File: src/hw/rv_pkg.sv
`default_nettype none

package rv_pkg;

  localparam int xlen       = 32;
  localparam int reg_addr_w = 5;
  localparam int num_regs   = 32;
  localparam int pc_step    = 4;

  typedef logic [xlen-1:0]       word_t;
  typedef logic [reg_addr_w-1:0] reg_addr_t;

  // RV32 major opcodes including the ones left undecoded
  typedef enum logic [6:0] {
    op_load     = 7'b0000011,
    op_store    = 7'b0100011,
    op_branch   = 7'b1100011,
    op_jalr     = 7'b1100111,
    op_misc_mem = 7'b0001111,
    op_jal      = 7'b1101111,
    op_reg_imm  = 7'b0010011,
    op_reg_reg  = 7'b0110011,
    op_system   = 7'b1110011,
    op_auipc    = 7'b0010111,
    op_lui      = 7'b0110111
  } opcode_e;

  typedef enum logic [3:0] {
    alu_add,
    alu_sub,
    alu_sll,
    alu_slt,
    alu_sltu,
    alu_xor,
    alu_srl,
    alu_sra,
    alu_or,
    alu_and,
    alu_pass_b,
    alu_link
  } alu_op_e;

  // encodings follow the branch funct3 field
  typedef enum logic [2:0] {
    beq  = 3'b000,
    bne  = 3'b001,
    blt  = 3'b100,
    bge  = 3'b101,
    bltu = 3'b110,
    bgeu = 3'b111
  } branch_cond_e;

  // classification of each cycle seen in writeback
  typedef enum logic [2:0] {
    cycle_invalid      = 3'd0,
    cycle_reset        = 3'd1,
    cycle_no_stall     = 3'd2,
    cycle_taken_branch = 3'd4
  } cycle_status_e;

  typedef struct packed {
    word_t         pc;
    word_t         insn;
    cycle_status_e status;
  } decode_reg_t;

  typedef struct packed {
    alu_op_e      alu_op;
    logic         use_imm;
    word_t        imm;
    reg_addr_t    rd;
    logic         rd_we;
    logic         is_branch;
    branch_cond_e cond;
    logic         is_jal;
    logic         is_jalr;
    logic         is_ecall;
    logic         illegal;
  } exec_ctrl_t;

  typedef struct packed {
    word_t         pc;
    word_t         insn;
    word_t         rs1_val;
    word_t         rs2_val;
    cycle_status_e status;
  } stage_reg_t;

  typedef struct packed {
    word_t         pc;
    word_t         insn;
    reg_addr_t     rd;
    logic          rd_we;
    word_t         result;
    logic          is_ecall;
    logic          illegal;
    cycle_status_e status;
  } result_reg_t;

  typedef struct packed {
    word_t         pc;
    word_t         insn;
    cycle_status_e status;
    logic          rd_we;
    reg_addr_t     rd;
    word_t         data;
  } trace_t;

endpackage

`default_nettype wire
File: src/hw/rv_pipeline.sv
`timescale 1ns/1ns
`default_nettype none

module rv_pipeline
  import rv_pkg::*;
(
  input  logic   clk,
  input  logic   rst,
  output word_t  imem_addr,
  input  word_t  imem_insn,
  output logic   halt,
  output trace_t trace
);

  decode_reg_t decode_reg;
  stage_reg_t  exec_reg;
  result_reg_t mem_reg;
  result_reg_t wb_reg;
  exec_ctrl_t  ctrl;
  word_t       rs1_data;
  word_t       rs2_data;
  word_t       fwd_a;
  word_t       fwd_b;
  word_t       alu_b;
  word_t       alu_result;
  logic        redirect;
  word_t       redirect_pc;

  // memory stage is younger, so it wins over writeback
  function automatic word_t forward(reg_addr_t rs, word_t reg_val,
                                    result_reg_t m, result_reg_t w);
    if (m.rd_we && m.rd != '0 && m.rd == rs) begin
      return m.result;
    end else if (w.rd_we && w.rd != '0 && w.rd == rs) begin
      return w.result;
    end
    return reg_val;
  endfunction

  fetch_unit fetch_unit_inst (
    .clk         (clk),
    .rst         (rst),
    .redirect    (redirect),
    .redirect_pc (redirect_pc),
    .imem_addr   (imem_addr),
    .imem_insn   (imem_insn),
    .decode_reg  (decode_reg)
  );

  reg_file reg_file_inst (
    .clk      (clk),
    .rst      (rst),
    .rs1      (decode_reg.insn[19:15]),
    .rs2      (decode_reg.insn[24:20]),
    .rs1_data (rs1_data),
    .rs2_data (rs2_data),
    .rd       (wb_reg.rd),
    .rd_we    (wb_reg.rd_we),
    .rd_data  (wb_reg.result)
  );

  always_ff @(posedge clk) begin
    if (rst) begin
      exec_reg <= '{pc: '0, insn: '0, rs1_val: '0, rs2_val: '0, status: cycle_reset};
    end else if (redirect) begin
      exec_reg <= '{pc: '0, insn: '0, rs1_val: '0, rs2_val: '0, status: cycle_taken_branch};
    end else begin
      exec_reg <= '{pc: decode_reg.pc, insn: decode_reg.insn, rs1_val: rs1_data,
                    rs2_val: rs2_data, status: decode_reg.status};
    end
  end

  // execute
  insn_decoder insn_decoder_inst (
    .insn (exec_reg.insn),
    .ctrl (ctrl)
  );

  assign fwd_a = forward(exec_reg.insn[19:15], exec_reg.rs1_val, mem_reg, wb_reg);
  assign fwd_b = forward(exec_reg.insn[24:20], exec_reg.rs2_val, mem_reg, wb_reg);
  assign alu_b = ctrl.use_imm ? ctrl.imm : fwd_b;

  alu alu_inst (
    .op     (ctrl.alu_op),
    .a      (fwd_a),
    .b      (alu_b),
    .pc     (exec_reg.pc),
    .result (alu_result)
  );

  branch_unit branch_unit_inst (
    .ctrl        (ctrl),
    .pc          (exec_reg.pc),
    .a           (fwd_a),
    .b           (fwd_b),
    .redirect    (redirect),
    .redirect_pc (redirect_pc)
  );

  // memory and writeback registers
  always_ff @(posedge clk) begin
    if (rst) begin
      mem_reg <= '{pc: '0, insn: '0, rd: '0, rd_we: 1'b0, result: '0, is_ecall: 1'b0,
                   illegal: 1'b0, status: cycle_reset};
      wb_reg  <= '{pc: '0, insn: '0, rd: '0, rd_we: 1'b0, result: '0, is_ecall: 1'b0,
                   illegal: 1'b0, status: cycle_reset};
    end else begin
      mem_reg <= '{pc: exec_reg.pc, insn: exec_reg.insn, rd: ctrl.rd, rd_we: ctrl.rd_we,
                   result: alu_result, is_ecall: ctrl.is_ecall, illegal: ctrl.illegal,
                   status: exec_reg.status};
      wb_reg  <= mem_reg;
    end
  end

  assign halt = wb_reg.is_ecall;

  // bubbles decode as illegal, so they also show pc and insn as zero
  always_comb begin
    trace.status = wb_reg.status;
    trace.rd_we  = wb_reg.rd_we;
    trace.rd     = wb_reg.rd;
    trace.data   = wb_reg.result;
    if (wb_reg.illegal) begin
      trace.pc   = '0;
      trace.insn = '0;
    end else begin
      trace.pc   = wb_reg.pc;
      trace.insn = wb_reg.insn;
    end
  end

endmodule

`default_nettype wire

File: src/hw/branch_unit.sv
`timescale 1ns/1ns
`default_nettype none

module branch_unit
  import rv_pkg::*;
(
  input  exec_ctrl_t ctrl,
  input  word_t      pc,
  input  word_t      a,
  input  word_t      b,
  output logic       redirect,
  output word_t      redirect_pc
);

  logic take;

  always_comb begin
    case (ctrl.cond)
      beq:     take = a == b;
      bne:     take = a != b;
      blt:     take = $signed(a) < $signed(b);
      bge:     take = $signed(a) >= $signed(b);
      bltu:    take = a < b;
      bgeu:    take = a >= b;
      default: take = 1'b0;
    endcase
  end

  assign redirect = (ctrl.is_branch && take) || ctrl.is_jal || ctrl.is_jalr;

  // jalr target is register relative with bit 0 dropped
  assign redirect_pc = ctrl.is_jalr ? ((a + ctrl.imm) & ~word_t'(1)) : (pc + ctrl.imm);

endmodule

`default_nettype wire

File: src/hw/alu.sv
`timescale 1ns/1ns
`default_nettype none

module alu
  import rv_pkg::*;
(
  input  alu_op_e op,
  input  word_t   a,
  input  word_t   b,
  input  word_t   pc,
  output word_t   result
);

  logic [4:0] shamt;

  assign shamt = b[4:0];

  always_comb begin
    case (op)
      alu_add:    result = a + b;
      alu_sub:    result = a - b;
      alu_sll:    result = a << shamt;
      alu_slt:    result = ($signed(a) < $signed(b)) ? word_t'(1) : '0;
      alu_sltu:   result = (a < b) ? word_t'(1) : '0;
      alu_xor:    result = a ^ b;
      alu_srl:    result = a >> shamt;
      alu_sra:    result = word_t'($signed(a) >>> shamt);
      alu_or:     result = a | b;
      alu_and:    result = a & b;
      // LUI immediate arrives on b
      alu_pass_b: result = b;
      // return address for JAL and JALR
      alu_link:   result = pc + word_t'(pc_step);
      default:    result = '0;
    endcase
  end

endmodule

`default_nettype wire

File: src/hw/insn_decoder.sv
`timescale 1ns/1ns
`default_nettype none

module insn_decoder
  import rv_pkg::*;
(
  input  word_t      insn,
  output exec_ctrl_t ctrl
);

  opcode_e    opcode;
  logic [2:0] funct3;
  logic [6:0] funct7;
  word_t      imm_i;
  word_t      imm_b;
  word_t      imm_j;
  word_t      imm_u;

  assign opcode = opcode_e'(insn[6:0]);
  assign funct3 = insn[14:12];
  assign funct7 = insn[31:25];

  assign imm_i = {{20{insn[31]}}, insn[31:20]};
  assign imm_b = {{19{insn[31]}}, insn[31], insn[7], insn[30:25], insn[11:8], 1'b0};
  assign imm_j = {{11{insn[31]}}, insn[31], insn[19:12], insn[20], insn[30:21], 1'b0};
  assign imm_u = {insn[31:12], 12'b0};

  // funct7 bit 5 turns add into sub and srl into sra
  function automatic alu_op_e funct3_op(logic [2:0] f3, logic alt);
    case (f3)
      3'b000:  funct3_op = alt ? alu_sub : alu_add;
      3'b001:  funct3_op = alu_sll;
      3'b010:  funct3_op = alu_slt;
      3'b011:  funct3_op = alu_sltu;
      3'b100:  funct3_op = alu_xor;
      3'b101:  funct3_op = alt ? alu_sra : alu_srl;
      3'b110:  funct3_op = alu_or;
      default: funct3_op = alu_and;
    endcase
  endfunction

  always_comb begin
    ctrl    = '0;
    ctrl.rd = insn[11:7];

    case (opcode)
      op_lui: begin
        ctrl.alu_op  = alu_pass_b;
        ctrl.use_imm = 1'b1;
        ctrl.imm     = imm_u;
        ctrl.rd_we   = 1'b1;
      end
      op_reg_imm: begin
        ctrl.use_imm = 1'b1;
        ctrl.imm     = imm_i;
        ctrl.rd_we   = 1'b1;
        if (funct3 == 3'b001) begin
          ctrl.alu_op  = alu_sll;
          ctrl.illegal = funct7 != 7'b0000000;
        end else if (funct3 == 3'b101) begin
          ctrl.alu_op  = funct3_op(funct3, funct7[5]);
          ctrl.illegal = funct7 != 7'b0000000 && funct7 != 7'b0100000;
        end else begin
          ctrl.alu_op = funct3_op(funct3, 1'b0);
        end
      end
      op_reg_reg: begin
        ctrl.rd_we   = 1'b1;
        ctrl.alu_op  = funct3_op(funct3, funct7[5]);
        ctrl.illegal = !(funct7 == 7'b0000000 ||
                         (funct7 == 7'b0100000 && (funct3 == 3'b000 || funct3 == 3'b101)));
      end
      op_branch: begin
        ctrl.imm = imm_b;
        if (funct3 == 3'b010 || funct3 == 3'b011) begin
          ctrl.illegal = 1'b1;
        end else begin
          ctrl.is_branch = 1'b1;
          ctrl.cond      = branch_cond_e'(funct3);
        end
      end
      op_jal: begin
        ctrl.alu_op = alu_link;
        ctrl.imm    = imm_j;
        ctrl.rd_we  = 1'b1;
        ctrl.is_jal = 1'b1;
      end
      op_jalr: begin
        ctrl.alu_op  = alu_link;
        ctrl.imm     = imm_i;
        ctrl.rd_we   = 1'b1;
        ctrl.is_jalr = funct3 == 3'b000;
        ctrl.illegal = funct3 != 3'b000;
      end
      op_system: begin
        ctrl.is_ecall = insn[31:7] == '0;
        ctrl.illegal  = insn[31:7] != '0;
      end
      default: begin
        ctrl.illegal = 1'b1;
      end
    endcase

    if (ctrl.illegal) begin
      ctrl.rd_we = 1'b0;
    end
  end

endmodule

`default_nettype wire

File: src/hw/reg_file.sv
`timescale 1ns/1ns
`default_nettype none

module reg_file
  import rv_pkg::*;
(
  input  logic      clk,
  input  logic      rst,
  input  reg_addr_t rs1,
  input  reg_addr_t rs2,
  output word_t     rs1_data,
  output word_t     rs2_data,
  input  reg_addr_t rd,
  input  logic      rd_we,
  input  word_t     rd_data
);

  // x0 has no storage
  word_t regs [1:num_regs-1];

  always_ff @(posedge clk) begin
    if (rst) begin
      for (int i = 1; i < num_regs; i++) begin
        regs[i] <= '0;
      end
    end else if (rd_we && rd != '0) begin
      regs[rd] <= rd_data;
    end
  end

  // a write landing this cycle is visible to the decode read
  always_comb begin
    if (rs1 == '0) begin
      rs1_data = '0;
    end else if (rd_we && rd == rs1) begin
      rs1_data = rd_data;
    end else begin
      rs1_data = regs[rs1];
    end

    if (rs2 == '0) begin
      rs2_data = '0;
    end else if (rd_we && rd == rs2) begin
      rs2_data = rd_data;
    end else begin
      rs2_data = regs[rs2];
    end
  end

endmodule

`default_nettype wire

File: src/hw/fetch_unit.sv
`timescale 1ns/1ns
`default_nettype none

module fetch_unit
  import rv_pkg::*;
(
  input  logic        clk,
  input  logic        rst,
  input  logic        redirect,
  input  word_t       redirect_pc,
  output word_t       imem_addr,
  input  word_t       imem_insn,
  output decode_reg_t decode_reg
);

  word_t pc;

  assign imem_addr = pc;

  always_ff @(posedge clk) begin
    if (rst) begin
      pc         <= '0;
      decode_reg <= '{pc: '0, insn: '0, status: cycle_reset};
    end else if (redirect) begin
      // the instruction fetched this cycle is on the wrong path
      pc         <= redirect_pc;
      decode_reg <= '{pc: '0, insn: '0, status: cycle_taken_branch};
    end else begin
      pc         <= pc + word_t'(pc_step);
      decode_reg <= '{pc: pc, insn: imem_insn, status: cycle_no_stall};
    end
  end

endmodule

`default_nettype wire

File: config.mk
export PLATFORM = sky130hd
export DESIGN_NAME = rv_pipeline
export DESIGN_NICKNAME = d
export VERILOG_FILES = /design/src/hw/rv_pkg.sv /design/src/hw/rv_pipeline.sv /design/src/hw/branch_unit.sv /design/src/hw/alu.sv /design/src/hw/insn_decoder.sv /design/src/hw/reg_file.sv /design/src/hw/fetch_unit.sv
export SDC_FILE = /design/constraint.sdc
export NUM_CORES = 2
export LEC_CHECK = 0
export BUFFER_PORTS_ARGS = -buffer_cell sky130_fd_sc_hd__buf_2
export CAP_MARGIN = 0
export CORE_MARGIN = 2
export CORE_UTILIZATION = 30
export CTS_CLUSTER_SIZE = 10
export DETAILED_ROUTE_END_ITERATION = 10
export HOLD_SLACK_MARGIN = 0.12
export MAX_ROUTING_LAYER = met4
export SLEW_MARGIN = 15
export SYNTH_ARGS = -nofsm -noshare
export SYNTH_HDL_FRONTEND = slang
export SYNTH_SLANG_ARGS = --single-unit
File: constraint.sdc
create_clock -name clk -period 8 [get_ports clk]
set_clock_uncertainty 0.05 [all_clocks]
set_input_delay 0.4 -clock clk [delete_from_list [all_inputs] [get_ports clk]]
set_output_delay 0.4 -clock clk [all_outputs]
set_load 0.02 [all_outputs]
### Word level (Yosys, flattened, before mapping)

Memories as Yosys holds them, arrays and structs flattened. A register that Yosys moved wholly into a read port is not among the register bits.
Index checks and enable logic that the tools add are counted.
Widths: inputs -> output; s select.

| storage, ports and cells | value |
|---|---|
| bits in registers | 380 |
| bits in latches | 0 |
| RAM bits | 992 |
| bits in read-only memories | 0 |
| bits of input ports | 34 |
| output and inout bits | 138 |
| logic and storage cells | 165 |
| memories | 1 |

| operators by class | value |
|---|---|
| add/sub/neg operators | 6 |
| $mul | 0 |
| div/mod/pow operators | 0 |
| order comparisons | 6 |
| eq/ne operators | 37 |
| shift operators | 3 |
| multiplexer cells | 46 |
| bitwise logic cells | 4 |
| reductions and logical operators | 38 |

Memories:

| memory | words | bits a word | read ports | clocked after Yosys merged registers in | wr ports | RTL line | RTL |
|---|---|---|---|---|---|---|---|
| reg_file_inst.regs | 31 | 32 | 2 | 2 | 31 | reg_file.sv:19 | `word_t regs [1:num_regs-1];` |

Operator list:

| kind | number |
|---|---|
| $pmux 32 s12 | 1 |
| $mux 32 | 10 |
| $lt 32x32->1 | 4 |
| $pmux 32 s4 | 1 |
| $add 32x32->32 | 3 |
| $add 32x3->32 const B | 2 |
| $ge 32x32->1 | 2 |
| $mux 64 | 1 |
| $and 32x32->32 | 1 |
| $eq 32x32->1 | 1 |
| $ne 32x32->1 | 1 |
| $or 32x32->32 | 1 |
| $reduce_or 32->1 | 1 |
| $shl 32x5->32 | 1 |
| $shr 32x5->32 | 1 |
| $sshr 32x5->32 | 1 |
| $sub 32x32->32 | 1 |
| $xor 32x32->32 | 1 |
| $eq 7x7->1 const B | 4 |
| $pmux 4 s7 | 1 |
| $logic_not 25->1 | 1 |
| $reduce_bool 25->1 | 1 |
| $eq 3x3->1 const B | 7 |
| $eq 7x6->1 const B | 3 |
| 30 further kinds | 89 |

### Depth between registers and ports, before layout

| depth | value |
|---|---|
| depth after elaboration | 12 |
| depth in mapped cells | 24 |
| depth with buffers taken out | 20 |

### Cells and area by module

A second synthesis with hierarchy kept.

| second synthesis, totals | value |
|---|---|
| cells, all modules | 7474 |
| area, all modules | 85351.9 sq um |

By module, submodules not included:

| module | times used | cells an instance | area an instance (sq um) | seq. area each (sq um) |
|---|---|---|---|---|
| reg_file | 1 | 3741 | 54722.5 | 30749.5 |
| rv_pipeline | 1 | 1199 | 12450.7 | 6906.6 |
| alu | 1 | 1436 | 9441.6 | 0.0 |
| branch_unit | 1 | 620 | 4399.2 | 0.0 |
| fetch_unit | 1 | 350 | 3488.3 | 1981.9 |
| insn_decoder | 1 | 128 | 849.6 | 0.0 |

### Least setup slack after synthesis

No wires, ideal clock.

| timing path | value |
|---|---|
| path kind | flip-flop to flip-flop |
| from | reg exec_reg[89] in the netlist's numbering |
| to | reg mem_reg[35] in the netlist's numbering |
| library setup time | 0.132 ns |
| data arrival time | 5.519 ns |
| required time | 7.818 ns |
| setup slack | 2.299 ns |
| cell stages (with the launch flop) | 22 |
| path buffers | 4 |
| clock period less this slack | 5.701 ns |
| cells stage by stage | dfxtp_1 -> buf_2 -> xor2_1 -> or3_1 -> clkbuf_1 -> nor2_1 -> clkbuf_1 -> mux2i_1 -> o21ai_0 -> nand2_1 -> nand2_1 -> ha_1 -> clkbuf_1 -> or4_1 -> a211o_1 -> a2111oi_1 -> a21oi_1 -> o211a_1 -> nor3_1 -> mux2i_1 -> and4_1 -> a21oi_1 |

| between the ends | value |
|---|---|
| word-level cells in the longest chain between the ends | 8 |
| elaborated cells on any way between the ends | 19 |
| those cells by class | 2 x add/sub; 2 x eq/ne; 3 x shift; 7 x mux; 3 x bitwise; 2 x reduce/logical |

RTL lines:

| element | RTL line | RTL |
|---|---|---|
| start, declared | rv_pipeline.sv:16 | `stage_reg_t exec_reg;` |
| start signal, assigned | rv_pipeline.sv:64 | `exec_reg <= '{pc: '0, insn: '0, rs1_val: '0, rs2_val: '0, status: cycle_reset};` |
| start signal, assigned | rv_pipeline.sv:66 | `exec_reg <= '{pc: '0, insn: '0, rs1_val: '0, rs2_val: '0, status: cycle_taken_branch};` |
| start signal, assigned | rv_pipeline.sv:68 | `exec_reg <= '{pc: decode_reg.pc, insn: decode_reg.insn, rs1_val: rs1_data,` |
| $eq 5x5->1 | rv_pipeline.sv:34 | `end else if (w.rd_we && w.rd != '0 && w.rd == rs) begin` |
| $logic_and 1x1->1 | rv_pipeline.sv:34 |  |
| $mux 1 | rv_pipeline.sv:34 |  |
| $mux 1 | rv_pipeline.sv:32 | `if (m.rd_we && m.rd != '0 && m.rd == rs) begin` |
| $mux 32 | rv_pipeline.sv:37 | `return reg_val;` |
| $mux 32 (*) | rv_pipeline.sv:81 | `assign alu_b = ctrl.use_imm ? ctrl.imm : fwd_b;` |
| $sub 32x32->32 (tied with other cells) | alu.sv:21 | `alu_sub: result = a - b;` |
| $pmux 32 s12 (*) | alu.sv:19 | `case (op)` |
| end signal, assigned | rv_pipeline.sv:103 | `mem_reg <= '{pc: '0, insn: '0, rd: '0, rd_we: 1'b0, result: '0, is_ecall: 1'b0,` |
| end signal, assigned | rv_pipeline.sv:108 | `mem_reg <= '{pc: exec_reg.pc, insn: exec_reg.insn, rd: ctrl.rd, rd_we: ctrl.rd_we,` |
| end, declared | rv_pipeline.sv:17 | `result_reg_t mem_reg;` |

Mark *: on every way between the ends. The rest lies on a longest branch, timed or not.
A chain may end at the register's enable or synchronous reset.

### Worst setup path after layout

| timing path | value |
|---|---|
| from | reg exec_reg[89] in the netlist's numbering |
| to | reg fetch_unit_inst.pc[7], in the netlist fetch_unit_inst.imem_addr[7] |

| between the ends | value |
|---|---|
| word-level cells in the longest chain between the ends | 11 |
| elaborated cells on any way between the ends | 23 |
| those cells by class | 2 x add/sub; 4 x order compare; 4 x eq/ne; 8 x mux; 5 x reduce/logical |

RTL lines:

| element | RTL line | RTL |
|---|---|---|
| $eq 5x5->1 | rv_pipeline.sv:34 |  |
| $logic_and 1x1->1 | rv_pipeline.sv:34 |  |
| $mux 1 | rv_pipeline.sv:34 |  |
| $mux 1 | rv_pipeline.sv:32 |  |
| $mux 32 | rv_pipeline.sv:37 |  |
| $ge 32x32->1 (tied with other cells) | branch_unit.sv:24 | `bgeu: take = a >= b;` |
| $pmux 1 s6 | branch_unit.sv:18 | `case (ctrl.cond)` |
| $logic_and 1x1->1 | branch_unit.sv:29 | `assign redirect = (ctrl.is_branch && take) \|\| ctrl.is_jal \|\| ctrl.is_jalr;` |
| $logic_or 1x1->1 (2 in series) | branch_unit.sv:29 |  |
| $mux 32 (*) | fetch_unit.sv:24 | `end else if (redirect) begin` |
| end signal, assigned | fetch_unit.sv:26 | `pc <= redirect_pc;` |
| end signal, assigned | fetch_unit.sv:29 | `pc <= pc + word_t'(pc_step);` |
| end, declared | fetch_unit.sv:16 | `word_t pc;` |

Marked as above.

==> key figures <==
Outcome
  • Result of the run: finished clean

Detailed routing
  • Post-route met1 wirelength: 127,000 um
  • Number of violations reported at the end of detailed-routing iteration 0: 7,501
  • Count of vias placed by the detailed router: about 60,000
  • Wire per inst: 30.2 um
  • Detailed-routed wire length on met3: approximately 27,000 um
  • Remaining routing DRC violations: 0
  • Met2 wire length: 153,000 um
  • Number of antenna-violating nets in the routed design: 0
  • Top metal layer carrying routed signals: met4
  • Final WL: 325,000 um
  • TritonRoute pass-1 iters: 6
  • Detail-routed via count per cell: 5.60

Job
  • Number of maximum-capacitance constraint violations: 0

Synthesis
  • Mean instance size in the synthesized netlist: between 10 and 15 um^2
  • Cell type with the largest total area after synthesis: edfxtp_1
  • Post-synthesis cell area: 0.0837 mm^2
  • Synth top area cells: edfxtp_1 (37%), mux4_2 (17%), dfxtp_1 (10%)
  • Number of enable flip-flop cells after synthesis: 1,024
  • Share of the synthesized area in the top cell type: a little under two fifths
  • Distinct cells, synth: approximately 110
  • Syn Inst Count: 6,917
  • Sequential element share of the synthesized area: 47.1%
  • Warning count from the yosys run: 0
  • Post-synthesis async set-or-reset flop share: 0%
  • Most used flip-flop cell after synthesis: edfxtp_1
  • Flip-flop and latch count after synthesis: 1,458

STA
  • Hold Vio Cnt, Final: 0
  • Headroom to the max-slew limit: 15.1%
  • Setup total negative slack: 0 ns
  • Period minus WS final: 7.66 ns
  • Final setup viols: 0
  • Final clock period utilization by the worst path: 95.7%
  • Setup slack after layout: 0.343 ns
  • Number of pins exceeding their max-slew limit in the final report: 0
  • Maximum operating frequency: 0.131 GHz
  • Setup repair after global routing missed its margin: no
  • Tightest Pin Transition: 1.27 ns

Floorplanning
  • Number of cell rows: ~190
  • Initial cell density of the core: 30.2%
  • Total Die Area: 0.283 mm^2
  • Die width: 532 um
  • Area of the core: around 0.28 mm^2
  • Top Ports: 172
  • Die height: 532 um

Clocking
  • Clock root cell: clkbuf_16
  • TritonCTS clock tree: yes
  • CTS sink count: ~1,500
  • Clock slew seen by the registers of the worst setup and hold paths: about 0.060 ns
  • CTS Buf Count: 176
  • Deepest level of the CTS H-tree: 4
  • Skew-Pair Late Insertion Delay: 0.87 ns
  • CTS Buffer Depth: 4

Power and ir drop
  • Maximum resistive drop on vdd: about 150 uV
  • Power per Cell Area: 197 mW/mm^2
  • Reported leakage power: 34.6 nW

Critical path
  • CP max stage cell: nor4_1
  • Cell type group with the largest total delay on the critical path: simple AND/OR/NAND/NOR gates
  • Endpoint required time on the critical path: 8.61 ns
  • Slack of the worst reg-to-reg path: roughly 0.34 ns
  • Critical Setup Path Class: reg2reg
  • Crit. End Element: flop
  • Slowest stage delay, CP: slightly above 1 ns
  • Critical path buffer and inverter count: 3
  • Arrival time worst endpoint: 8.26 ns
  • Critical path fanouts, max: 28
  • Cells traversed along the worst timing path: xor2_1, or3_1, nor2_4, buf_4, mux2i_1, o21ai_0, inv_1, ha_1, nand4_1, nor4_1, nand3_1, nand2_1, and4b_1, o32a_1, o22ai_1, nor2_2, nand2_1, buf_4, nor2_1, a2111oi_0
  • Worst Setup Start Kind: flop

GRT
  • Initial antenna violation count: 14
  • Global Route Usage Sum: between 20% and 30%
  • GRT Residual Overflow: 0
  • Largest net degree at the start of global routing: 109
  • Wire length of the first global-routing pass: 458,000 um
  • Via count of the first global-routing pass: 60,200

Placement
  • Total half-perimeter wirelength after legalization and detailed placement: about 220,000 um
  • GP Congestion: 1.02
  • Count of buffers inserted at the top-level ports: 171
  • Pre-CTS setup slack: 0.487 ns

Finish
  • Max FFs per register: 1,024
  • Share of final-layout standard cells stronger than drive strength 1: 20.6%
  • Filler cells: 27,100
  • Register cell area after layout: about 0.04 mm^2
  • Multi-input logic area: 0.0417 mm^2
  • Area growth from synthesis to final layout: 13.2%
  • Fin nets: 7,206

Min path
  • Hold crit path type: in2reg
==> tightest hold or removal path, stage by stage <==
cell and delay [ns]:
dlygate4sd3_1 0.52, buf_2 0.09, and2_1 0.10
==> power breakdown <==
part | total (mW) | switching (mW) | leakage (nW) | internal [mW]
clock network | 7.28 | 3.11 | 2.37 | 4.16
registers | 8.55 | 0.218 | 14.1 | 8.33
logic | 2.87 | 1.83 | 18.1 | 1.04
==> through the flow <==
stage	hold slack [ns]	cells	utilization [%]	power [mW]	area, um^2
2_1_floorplan	0.339	6948	-	10.3	83800
5_1_grt	0.242	10800	34.2	19.2	94700
3_3_place_gp	0.346	10500	32.3	11.5	89400
6_report	0.253	10800	34.2	18.7	94700
3_5_place_dp	0.348	10500	32.3	11.5	89400
4_1_cts	0.211	10800	34.2	18.7	94700
==> cell families (layout without fill, tap and decap cells) <==
kind of cell | after synthesis | count (layout) | share of synthesized area (%)
AOI/OAI and AO/OA | 1035 | 1035 | 8.26
xor gates and xnor gates | 159 | 159 | 1.66
adders and majority gates | 196 | 196 | 2.97
buffers and inverters | 773 | 874 | 3.77
DFF | 1458 | 1458 | 47.1
muxes | 896 | 896 | 20.4
other | 1 | 41 | 0.00448
and+or+nand+nor | 2399 | 2399 | 15.8
==> repair_timing <==
action,in CTS,in global routing
hold buffers,33,0
setup buffers,0,0
endpoints found under the hold margin,84,0
gates resized for setup,0,0
==> cell type report <==
class / count / area share, %
Timing Repair Buffer: 473 / 3.53
Tap cell: 3705 / 4.89
Multi-Input combinational cell: 4717 / 44.1
Clock inverter: 15 / 0.217
Clock buffer: 236 / 4.99
Inverter: 150 / 0.609
Sequential cell: 1458 / 41.7
Antenna cell: 9 / 0.0238
==> worst paths after layout <==
check,startpoint,end,cells after the start
setup / recovery,exec_reg[89],fetch_unit_inst.imem_addr[7],20
hold / removal,imem_insn[18],fetch_unit_inst.decode_reg[21],3
setup reg to reg,exec_reg[89],fetch_unit_inst.imem_addr[7],20
hold reg to reg,exec_reg[0],mem_reg[0],1
==> metal layers <==
metal,global-route usage [%],vias to the layer above
li1,-,25700
met1,28.4,30800
met2,36.6,3033
met3,4.07,707
met4,10.4,0
met5,-,-
==> cell usage after synthesis (17+ instances only) <==
| cell type | n |
|---|---|
| o22ai_1 | 25 |
| a31oi_1 | 55 |
| o211ai_1 | 36 |
| inv_1 | 145 |
| nand4_1 | 34 |
| nand2b_1 | 24 |
| nor4_1 | 19 |
| a21o_1 | 79 |
| o21ai_0 | 239 |
| mux2_2 | 26 |
| dfxtp_1 | 434 |
| o21bai_1 | 25 |
| a221oi_1 | 23 |
| nor3_1 | 66 |
| xor2_1 | 63 |
| edfxtp_1 | 1024 |
| clkbuf_1 | 463 |
| xnor2_1 | 96 |
| buf_4 | 52 |
| buf_2 | 33 |
| a21oi_1 | 194 |
| nor2_1 | 365 |
| nand3_1 | 96 |
| a211oi_1 | 132 |
| ha_1 | 192 |
| a222oi_1 | 18 |
| buf_1 | 74 |
| o221ai_1 | 17 |
| nand2_1 | 312 |
| and3_1 | 40 |
| mux4_2 | 643 |
| o21a_1 | 21 |
| and2_1 | 1136 |
| nor2b_1 | 236 |
| mux2i_1 | 224 |
==> placed cells by master (no fill, tap or decap), drive strengths merged, types with 33 or more instances in the layout <==
| cell | netlist | final |
|---|---|---|
| a211oi | 132 | 132 |
| dfxtp | 434 | 434 |
| mux2i | 226 | 226 |
| a21oi | 195 | 195 |
| nor2b | 236 | 236 |
| and2 | 1137 | 1137 |
| ha | 192 | 192 |
| a31oi | 55 | 55 |
| nand4 | 34 | 34 |
| clkbuf | 463 | 237 |
| buf | 160 | 439 |
| nor3 | 67 | 67 |
| dlygate4sd3 | 0 | 33 |
| mux4 | 643 | 643 |
| a21o | 79 | 79 |
| nor2 | 366 | 366 |
| and3 | 41 | 41 |
| nand2 | 314 | 314 |
| o21ai | 248 | 248 |
| xnor2 | 96 | 96 |
| xor2 | 63 | 63 |
| edfxtp | 1024 | 1024 |
| nand3 | 96 | 96 |
| inv | 148 | 150 |
| o211ai | 37 | 37 |
Note: power is estimated with default switching activity, not from simulation.
